--- src/hdl/msx_pkg.sv ---
package msx_pkg;

    // I/O port map
    localparam logic [7:0] PORT_MAPPER_BASE = 8'hFC;    // FC..FF, one per page
    localparam logic [7:0] PORT_PSG_ADDR    = 8'hA0;
    localparam logic [7:0] PORT_PSG_WR      = 8'hA1;
    localparam logic [7:0] PORT_PSG_RD      = 8'hA2;
    localparam logic [7:0] PORT_VDP_STAT    = 8'h99;

    // Value of an undriven data bus
    localparam logic [7:0] DATA_IDLE        = 8'hFF;

    // Memory mapper
    localparam int RAM_ADDR_W               = 22;       // 8 page bits + 14 offset bits
    localparam int MAPPER_BITS              = 8;

    // PSG register numbers
    localparam logic [3:0] PSG_REG_TONE_LO  = 4'd0;
    localparam logic [3:0] PSG_REG_TONE_HI  = 4'd1;
    localparam logic [3:0] PSG_REG_VOL_A    = 4'd8;
    localparam logic [3:0] PSG_REG_IO_A     = 4'd14;    // Joystick and tape input
    localparam logic [3:0] PSG_REG_IO_B     = 4'd15;    // Bit 6 picks the joystick

    // Host cycle sequencing in the bus controller
    typedef enum logic [1:0] {
        IDLE,
        STROBE,
        HOLD,
        RELEASE
    } bus_state_t;

endpackage

--- src/hdl/cpu_bus_if.sv ---
`timescale 1ns/10ps

// One I/O cycle as seen by the peripherals.
// wr and rd are single-cycle strobes, addr and wdata stay valid around them.
interface cpu_bus_if;

    logic [7:0] addr;                       // Z80 I/O port number
    logic [7:0] wdata;
    logic       wr;
    logic       rd;

    modport ctrl_mp (
        output addr,
        output wdata,
        output wr,
        output rd
    );

    modport device_mp (
        input  addr,
        input  wdata,
        input  wr,
        input  rd
    );

endinterface

--- src/hdl/dev_frame_irq.sv ---
`timescale 1ns/10ps

module dev_frame_irq #(
    parameter int FRAME_CYCLES = 1000
) (
    input  logic            clk_sys,
    input  logic            arst_n,
    cpu_bus_if.device_mp    bus,
    output logic [7:0]      data,
    output logic            irq
);
    import msx_pkg::*;

    localparam int CNT_W = (FRAME_CYCLES > 1) ? $clog2(FRAME_CYCLES) : 1;

    logic [CNT_W-1:0] frame_cnt;
    logic             frame_wrap;
    logic             stat_rd;
    logic             flag;

    assign frame_wrap = (frame_cnt == CNT_W'(FRAME_CYCLES - 1));
    assign stat_rd    = bus.rd && (bus.addr == PORT_VDP_STAT);

    always_ff @(posedge clk_sys or negedge arst_n) begin
        if (!arst_n) begin
            frame_cnt <= '0;
            flag      <= 1'b0;
        end else begin
            frame_cnt <= frame_wrap ? '0 : frame_cnt + 1'b1;
            if (frame_wrap)
                flag <= 1'b1;                               // Wins over a same-cycle read
            else if (stat_rd)
                flag <= 1'b0;
        end
    end

    // Status byte only carries the frame flag
    always_comb begin
        if (stat_rd)
            data = {flag, 7'd0};
        else
            data = DATA_IDLE;
    end

    assign irq = flag;

    a_irq_clear: assert property (@(posedge clk_sys) disable iff (!arst_n)
        $fell(irq) |-> $past(stat_rd)) else $error("irq dropped without a status read");

endmodule

--- src/hdl/dev_psg.sv ---
`timescale 1ns/10ps

module dev_psg #(
    parameter int PSG_DIV = 16
) (
    input  logic                clk_sys,
    input  logic                arst_n,
    cpu_bus_if.device_mp        bus,
    input  logic [5:0]          joy [2],
    input  logic                tape_in,
    output logic [7:0]          data,
    output logic signed [15:0]  sound
);
    import msx_pkg::*;

    localparam int DIV_W = (PSG_DIV > 1) ? $clog2(PSG_DIV) : 1;

    logic [7:0]         reg_latch;                          // Full byte so bad numbers are visible
    logic [7:0]         regs [16];
    logic [DIV_W-1:0]   div_cnt;
    logic               tone_tick;
    logic [11:0]        tone_cnt;
    logic [11:0]        tone_period;
    logic               square;
    logic [5:0]         joy_sel;
    logic signed [15:0] amp;

    assign tone_tick   = (div_cnt == DIV_W'(PSG_DIV - 1));
    assign tone_period = {regs[PSG_REG_TONE_HI][3:0], regs[PSG_REG_TONE_LO]};
    assign joy_sel     = regs[PSG_REG_IO_B][6] ? joy[1] : joy[0];
    assign amp         = signed'({1'b0, regs[PSG_REG_VOL_A][3:0], 11'b0});   // Volume x 2048

    always_ff @(posedge clk_sys or negedge arst_n) begin
        if (!arst_n) begin
            reg_latch <= 8'd0;
            for (int i = 0; i < 16; i++) begin
                regs[i] <= 8'd0;
            end
        end else if (bus.wr) begin
            if (bus.addr == PORT_PSG_ADDR)
                reg_latch <= bus.wdata;
            if (bus.addr == PORT_PSG_WR)
                regs[reg_latch[3:0]] <= bus.wdata;
        end
    end

    always_ff @(posedge clk_sys or negedge arst_n) begin
        if (!arst_n) begin
            div_cnt  <= '0;
            tone_cnt <= 12'd0;
            square   <= 1'b0;
        end else begin
            div_cnt <= tone_tick ? '0 : div_cnt + 1'b1;
            if (tone_tick) begin
                if (tone_cnt >= tone_period) begin          // >= copes with a shortened period
                    tone_cnt <= 12'd0;
                    square   <= ~square;
                end else begin
                    tone_cnt <= tone_cnt + 12'd1;
                end
            end
        end
    end

    always_comb begin
        data = DATA_IDLE;
        if (bus.rd && bus.addr == PORT_PSG_RD) begin
            if (reg_latch[3:0] == PSG_REG_IO_A)
                data = {1'b1, tape_in, joy_sel};
            else
                data = regs[reg_latch[3:0]];
        end
    end

    assign sound = square ? amp : -amp;

    a_latch_range: assert property (@(posedge clk_sys) disable iff (!arst_n)
        reg_latch < 8'd16) else $error("PSG register latch out of range");

endmodule

--- src/hdl/devices.sv ---
`timescale 1ns/10ps

module devices #(
    parameter int FRAME_CYCLES = 1000,
    parameter int PSG_DIV      = 16
) (
    input  logic                            clk_sys,
    input  logic                            arst_n,
    cpu_bus_if.device_mp                    bus,
    input  logic [15:0]                     mem_addr,
    input  logic [5:0]                      joy [2],
    input  logic                            tape_in,
    output logic [7:0]                      data,           // Combined read data
    output logic [msx_pkg::RAM_ADDR_W-1:0]  ram_addr,
    output logic                            cpu_interrupt,
    output logic signed [15:0]              sound
);

    wire [7:0] mapper_data;
    wire [7:0] psg_data;
    wire [7:0] vdp_data;
    wire       vdp_interrupt;

    // Idle devices drive FF, so AND picks the one that answers
    assign data          = mapper_data & psg_data & vdp_data;
    assign cpu_interrupt = vdp_interrupt;                   // Single source for now

    mapper_port mapper_port (
        .clk_sys(clk_sys),
        .arst_n(arst_n),
        .bus(bus),
        .mem_addr(mem_addr),
        .data(mapper_data),
        .ram_addr(ram_addr)
    );

    dev_psg #(.PSG_DIV(PSG_DIV)) dev_psg (
        .clk_sys(clk_sys),
        .arst_n(arst_n),
        .bus(bus),
        .joy(joy),
        .tape_in(tape_in),
        .data(psg_data),
        .sound(sound)
    );

    dev_frame_irq #(.FRAME_CYCLES(FRAME_CYCLES)) dev_frame_irq (
        .clk_sys(clk_sys),
        .arst_n(arst_n),
        .bus(bus),
        .data(vdp_data),
        .irq(vdp_interrupt)
    );
endmodule

--- src/hdl/io_bus_ctrl.sv ---
`timescale 1ns/10ps

module io_bus_ctrl (
    input  logic         clk_sys,
    input  logic         arst_n,
    input  logic         req,
    input  logic         io_wr,
    input  logic [7:0]   io_addr,
    input  logic [7:0]   io_wdata,
    input  logic [7:0]   bus_rdata,
    output logic         ack,
    output logic [7:0]   io_rdata,
    cpu_bus_if.ctrl_mp   bus
);
    import msx_pkg::*;

    bus_state_t state;

    assign bus.addr  = io_addr;                             // Host holds these while req is high
    assign bus.wdata = io_wdata;
    assign bus.wr    = (state == STROBE) && io_wr;
    assign bus.rd    = (state == STROBE) && !io_wr;

    always_ff @(posedge clk_sys or negedge arst_n) begin
        if (!arst_n) begin
            state    <= IDLE;
            ack      <= 1'b0;
            io_rdata <= DATA_IDLE;
        end else begin
            case (state)
                IDLE: begin
                    if (req)
                        state <= STROBE;
                end
                STROBE:  state <= HOLD;
                HOLD:    state <= RELEASE;
                RELEASE: begin
                    if (!req)
                        state <= IDLE;
                end
                default: state <= IDLE;
            endcase
            ack <= (state == HOLD) || (state == RELEASE && req);
            if (bus.rd)
                io_rdata <= bus_rdata;                      // Device data is only live with rd
        end
    end

    a_strobe_excl: assert property (@(posedge clk_sys) disable iff (!arst_n)
        !(bus.wr && bus.rd)) else $error("wr and rd strobes overlap");

    a_strobe_len: assert property (@(posedge clk_sys) disable iff (!arst_n)
        (bus.wr || bus.rd) |=> !(bus.wr || bus.rd)) else $error("strobe longer than one cycle");

endmodule

--- src/hdl/mapper_port.sv ---
`timescale 1ns/10ps

module mapper_port (
    input  logic                            clk_sys,
    input  logic                            arst_n,
    cpu_bus_if.device_mp                    bus,
    input  logic [15:0]                     mem_addr,
    output logic [7:0]                      data,
    output logic [msx_pkg::RAM_ADDR_W-1:0]  ram_addr
);
    import msx_pkg::*;

    logic [MAPPER_BITS-1:0] page_reg [4];
    logic                   port_hit;
    logic [1:0]             port_page;

    // FC..FF share the upper six address bits
    assign port_hit  = (bus.addr[7:2] == PORT_MAPPER_BASE[7:2]);
    assign port_page = bus.addr[1:0];

    always_ff @(posedge clk_sys or negedge arst_n) begin
        if (!arst_n) begin
            for (int i = 0; i < 4; i++) begin
                page_reg[i] <= MAPPER_BITS'(3 - i);         // Pages 0..3 start on segments 3..0
            end
        end else if (bus.wr && port_hit) begin
            page_reg[port_page] <= bus.wdata;
        end
    end

    always_comb begin
        if (bus.rd && port_hit)
            data = page_reg[port_page];
        else
            data = DATA_IDLE;
    end

    // Segment of the addressed 16k page, then the offset inside it
    assign ram_addr = {page_reg[mem_addr[15:14]], mem_addr[13:0]};

endmodule

--- src/hdl/msx_io_top.sv ---
`timescale 1ns/10ps

module msx_io_top #(
    parameter int FRAME_CYCLES = 1000,
    parameter int PSG_DIV      = 16
) (
    input  logic                            clk_sys,
    input  logic                            arst_n,
    input  logic                            req,
    output logic                            ack,
    input  logic [7:0]                      io_addr,
    input  logic [7:0]                      io_wdata,
    input  logic                            io_wr,
    output logic [7:0]                      io_rdata,
    input  logic [15:0]                     mem_addr,
    output logic [msx_pkg::RAM_ADDR_W-1:0]  ram_addr,
    input  logic [5:0]                      joy0,
    input  logic [5:0]                      joy1,
    input  logic                            tape_in,
    output logic                            irq,
    output logic signed [15:0]              sound
);

    cpu_bus_if cpu_bus ();

    logic [5:0] joy [2];
    assign joy[0] = joy0;
    assign joy[1] = joy1;

    wire [7:0] bus_rdata;
    io_bus_ctrl io_bus_ctrl (
        .clk_sys(clk_sys),
        .arst_n(arst_n),
        .req(req),
        .io_wr(io_wr),
        .io_addr(io_addr),
        .io_wdata(io_wdata),
        .bus_rdata(bus_rdata),
        .ack(ack),
        .io_rdata(io_rdata),
        .bus(cpu_bus)
    );

    devices #(.FRAME_CYCLES(FRAME_CYCLES), .PSG_DIV(PSG_DIV)) devices (
        .clk_sys(clk_sys),
        .arst_n(arst_n),
        .bus(cpu_bus),
        .mem_addr(mem_addr),
        .joy(joy),
        .tape_in(tape_in),
        .data(bus_rdata),
        .ram_addr(ram_addr),
        .cpu_interrupt(irq),
        .sound(sound)
    );
endmodule

--- config.mk ---
export PLATFORM = sky130hd
export DESIGN_NAME = msx_io_top
export DESIGN_NICKNAME = d
export VERILOG_FILES = /design/src/hdl/msx_pkg.sv /design/src/hdl/cpu_bus_if.sv /design/src/hdl/dev_frame_irq.sv /design/src/hdl/dev_psg.sv /design/src/hdl/devices.sv /design/src/hdl/io_bus_ctrl.sv /design/src/hdl/mapper_port.sv /design/src/hdl/msx_io_top.sv
export SDC_FILE = /design/constraint.sdc
export NUM_CORES = 1
export LEC_CHECK = 0
export BUFFER_PORTS_ARGS = -buffer_cell sky130_fd_sc_hd__buf_4
export CAP_MARGIN = 20
export CORE_UTILIZATION = 35
export CTS_BUF_LIST = sky130_fd_sc_hd__clkbuf_8
export DETAILED_ROUTE_END_ITERATION = 6
export GPL_ROUTABILITY_DRIVEN = 0
export HOLD_SLACK_MARGIN = 0.1
export PLACE_DENSITY_LB_ADDON = 0.05
export SYNTH_ARGS = -nofsm -noshare
export SYNTH_HDL_FRONTEND = slang
export SYNTH_SLANG_ARGS = --single-unit
--- constraint.sdc ---
create_clock -name clk_sys -period 3.2 [get_ports clk_sys]
set_input_delay 0.32 -clock clk_sys [delete_from_list [all_inputs] [get_ports clk_sys]]
set_output_delay 0.32 -clock clk_sys [all_outputs]
set_load 0.01 [all_outputs]
==> impl_metrics.env <==
export IMPL_post_synth_edffs=0
export IMPL_ys_async_sr_fraction_pct=100
export IMPL_cts_sinks=202
export IMPL_cap_viol_max_count=0
export IMPL_core_rowCount=62
export IMPL_first_global_vias=6870
export IMPL_critical_path_max_fanout=9
export IMPL_antenna_violating_nets_post_route=0
export IMPL_detailroute_via_count=6415
export IMPL_cpLargestDelayFamily="simple AND/OR/NAND/NOR gates"
export IMPL_ir_drop_mv=0.253
export IMPL_worstPathCellList="inv_1, ha_1, nand2_1, nor4_4, buf_4, nand2_4, nor2_2, mux2_2"
export IMPL_cts_path_max_buffers=3
export IMPL_final_max_slew_violation_count=0
export IMPL_hold_viol_final=0
export IMPL_die_height_um=173
export IMPL_timing_hold_worst_start="io_addr[5]"
export IMPL_die_w_um=173
export IMPL_critical_path_required_ps=3610
export IMPL_finalNetCount=906
export IMPL_timing_hold_worst_endpoint="devices.dev_frame_irq.irq$_DFFE_PN0P_"
export IMPL_die_area_um2=29900
export IMPL_setup_viol=0
export IMPL_worst_reg2reg_startpoint="io_bus_ctrl.state[1]$_DFFE_PN0P_"
export IMPL_pwr_share_comb_pct=10.5
export IMPL_synth_top_flop_cell="sky130_fd_sc_hd__dfrtp_1"
export IMPL_grt_start_max_net_pins=77
export IMPL_drc_errors=0
export IMPL_crit_path_max_incr_delay_ps=470
export IMPL_synth_top_area_share_pct=46.5
export IMPL_synth_top_cells_by_area="sky130_fd_sc_hd__dfrtp_1, sky130_fd_sc_hd__mux2_2, sky130_fd_sc_hd__mux4_2, sky130_fd_sc_hd__dfstp_2, sky130_fd_sc_hd__ha_1"
export IMPL_initial_core_util_pct=35.6
export IMPL_clk_transition_reported_paths_ps=50
export IMPL_detail_route_vias_per_cell=5.15
export IMPL_power_total_w=0.00586
export IMPL_multi_input_area_um2=4720
export IMPL_finalWorstSetupSlack_ps=733
export IMPL_netSwitchingFraction_pct=26.5
export IMPL_timing_critical_path_arrival_ps=2880
export IMPL_final_min_clock_period_ps=2470
export IMPL_layout_common_cells="sky130_fd_sc_hd__dfrtp_1, sky130_fd_sc_hd__mux2_2, sky130_fd_sc_hd__buf_4, sky130_fd_sc_hd__mux4_2, sky130_fd_sc_hd__clkbuf_8"
export IMPL_n_fill_cell=2743
export IMPL_outcome="finished clean"
export IMPL_number_of_flip_flops_in_the_largest_register=123
export IMPL_floorplan_core_area_um2=28700
export IMPL_area_growth_pct=14.7
export IMPL_synth_cells=771
export IMPL_synth_seq_area_share_pct=49.6
export IMPL_cts_htree_levels=2
export IMPL_synth_cell_type_count=53
export IMPL_grt_total_ovfl=0
export IMPL_layout_cells_sized_above_1_pct=43.4
export IMPL_p_leak_nw=5.49
export IMPL_power_share_sequential_pct=47.9
export IMPL_fin_area_um2=11700
export IMPL_gr_usage_all_layers_pct=18.5
export IMPL_worstSetupPathType="flop to flop"
export IMPL_number_of_cells_on_the_worst_hold_path=4
export IMPL_p_int_w=0.00431
export IMPL_pwr_share_clk_pct=41.6
export IMPL_root_buffer="sky130_fd_sc_hd__clkbuf_8"
export IMPL_tritoncts="yes"
export IMPL_post_cts_hold_buffer_count=2
export IMPL_grt_first_pass_wirelength_mm=42.3
export IMPL_holdCritPathClass="input pin to flop"
export IMPL_diodes_inserted=0
export IMPL_antenna_violations_before_repair=1
export IMPL_syn_mean_instance_area_um2=13.3
export IMPL_yosys_register_bits=202
export IMPL_floorplan_io_pins=97
export IMPL_clk_latency_ps=540
export IMPL_dp_area_um2=11000
export IMPL_fin_tns_setup_ps=0
export IMPL_tritoncts_num_buffers=39
export IMPL_r2r_worst_path_cells=8
export IMPL_detailedRoute_firstIterationViolations=342
export IMPL_clock_skew_final_ps=13.1
export IMPL_ys_warnings_count=0
export IMPL_detailedRoute_firstPassIterationCount=4
export IMPL_grt_setup_unrepaired="no"
export IMPL_period_share_pct=77.1
export IMPL_timing_critical_path_to_type="flop"
export IMPL_post_cts_setup_buffers=0
export IMPL_switchingPower_w=0.00155
export IMPL_dp_hpwl_mm=18.1
export IMPL_crit_reg2reg_capture="devices.dev_psg.regs[23]$_DFFE_PN0P_"
export IMPL_path_buf_inv=2
export IMPL_r2r_setup_slack_ps=730
export IMPL_cp_slowest_cell="sky130_fd_sc_hd__nor2_2"
export IMPL_mappedNetlistArea_um2=10200
export IMPL_finalWirelength_mm=26.5
export IMPL_wire_length_per_cell_um=21.3
export IMPL_timing_hold_ws_ps=190
export IMPL_slew_limit_headroom_pct=49.1
export IMPL_area_sequential_um2=5070
export IMPL_port_buffer_cells=57
export IMPL_pwr_density_cell_nw_per_um2=500
export IMPL_synth_top_area_cell="sky130_fd_sc_hd__dfrtp_1"
export IMPL_dpl_worst_slack_ps=615
export IMPL_crit_path_start_kind="flop"
export IMPL_most_frequent_standard_cell_in_the_layout_excluding_fill_and_tap_cells="sky130_fd_sc_hd__dfrtp_1"
export IMPL_post_cts_resized_instances=0
export IMPL_timing_worst_slew_pin_value_ps=762
export IMPL_fmaxAchievable_mhz=405
[through the flow]
stage / utilization (%) / cells
global route: 40.8 / 1246
CTS: 40.8 / 1246
finish: 40.8 / 1246
floorplan: - / 781
global placement: 38.2 / 1177
detailed placement: 38.2 / 1177
[layout make-up]
cell class / count / area share [%]
inverter: 23 / 0.736
timing repair buffer: 78 / 5.30
tap: 384 / 4.10
clock inverter: 22 / 1.02
multi-input combinational: 492 / 40.3
sequential: 202 / 43.3
clock buffer: 45 / 5.28
[per-layer routing]
layer  part of all wire [%]  track usage (%)
met3                    3.8             3.19
met4                    1.8             5.09
met1                     45             24.8
met5                      0                0
met2                     49             30.8
[cell usage after synthesis, drive strengths merged (10+ instances only)]
master,n
a21oi,17
a22oi,13
buf,36
clkbuf,28
dfrtp,190
dfstp,12
ha,21
inv,23
mux2,165
mux4,46
nand2,38
nand3,17
nor2,45
nor3,10
o21ai,34
xor2,11
[worst max-delay path by stage]
stage	end	cells past startpoint	from	slack, ps
6_report	devices.dev_psg.regs[23]$_DFFE_PN0P_	8	io_bus_ctrl.state[1]$_DFFE_PN0P_	730
5_1_grt	devices.dev_psg.regs[16]$_DFFE_PN0P_	8	io_bus_ctrl.state[1]$_DFFE_PN0P_	490
4_1_cts	devices.dev_psg.regs[18]$_DFFE_PN0P_	8	io_bus_ctrl.state[1]$_DFFE_PN0P_	700
3_5_place_dp	devices.dev_psg.regs[21]$_DFFE_PN0P_	7	io_addr[2]	620
3_3_place_gp	devices.dev_psg.regs[0]$_DFFE_PN0P_	7	io_addr[2]	660
2_1_floorplan	devices.dev_psg.regs[40]$_DFFE_PN0P_	5	io_addr[2]	810
[worst reg2reg max path: stages (launching register included)]
cell and delay, ps:
sky130_fd_sc_hd__dfrtp_1 400, sky130_fd_sc_hd__inv_1 120, sky130_fd_sc_hd__ha_1 210, sky130_fd_sc_hd__nand2_1 150, sky130_fd_sc_hd__nor4_4 240, sky130_fd_sc_hd__buf_4 290, sky130_fd_sc_hd__nand2_4 80, sky130_fd_sc_hd__nor2_2 470
sky130_fd_sc_hd__mux2_2 400
[power groups by stage]
stage	Combinational, W	Sequential [W]	Clock [W]
after floorplan	0.000322	0.00282	0
after global placement	0.000611	0.00285	0
after detailed placement	0.000627	0.00286	0
after CTS	0.000629	0.00281	0.00254
after global routing	0.000687	0.00282	0.00266
final	0.000614	0.00281	0.00244
[logic make-up (layout without fill, tap and decap cells)]
group                      count (synthesis)  after routing  share of synthesized area (%)
AOI/OAI and AO/OA                         80             80                           4.60
adders and majority gates                 21             21                           2.57
muxes                                    220            220                           29.2
and+or+nand+nor                          143            143                           8.00
DFF                                      202            202                           49.6
xor gates and xnor gates                  17             17                           1.46
buffers and inverters                     87            168                           4.51
other                                      1             11                         0.0367
Power figures use the tool's default switching activity.
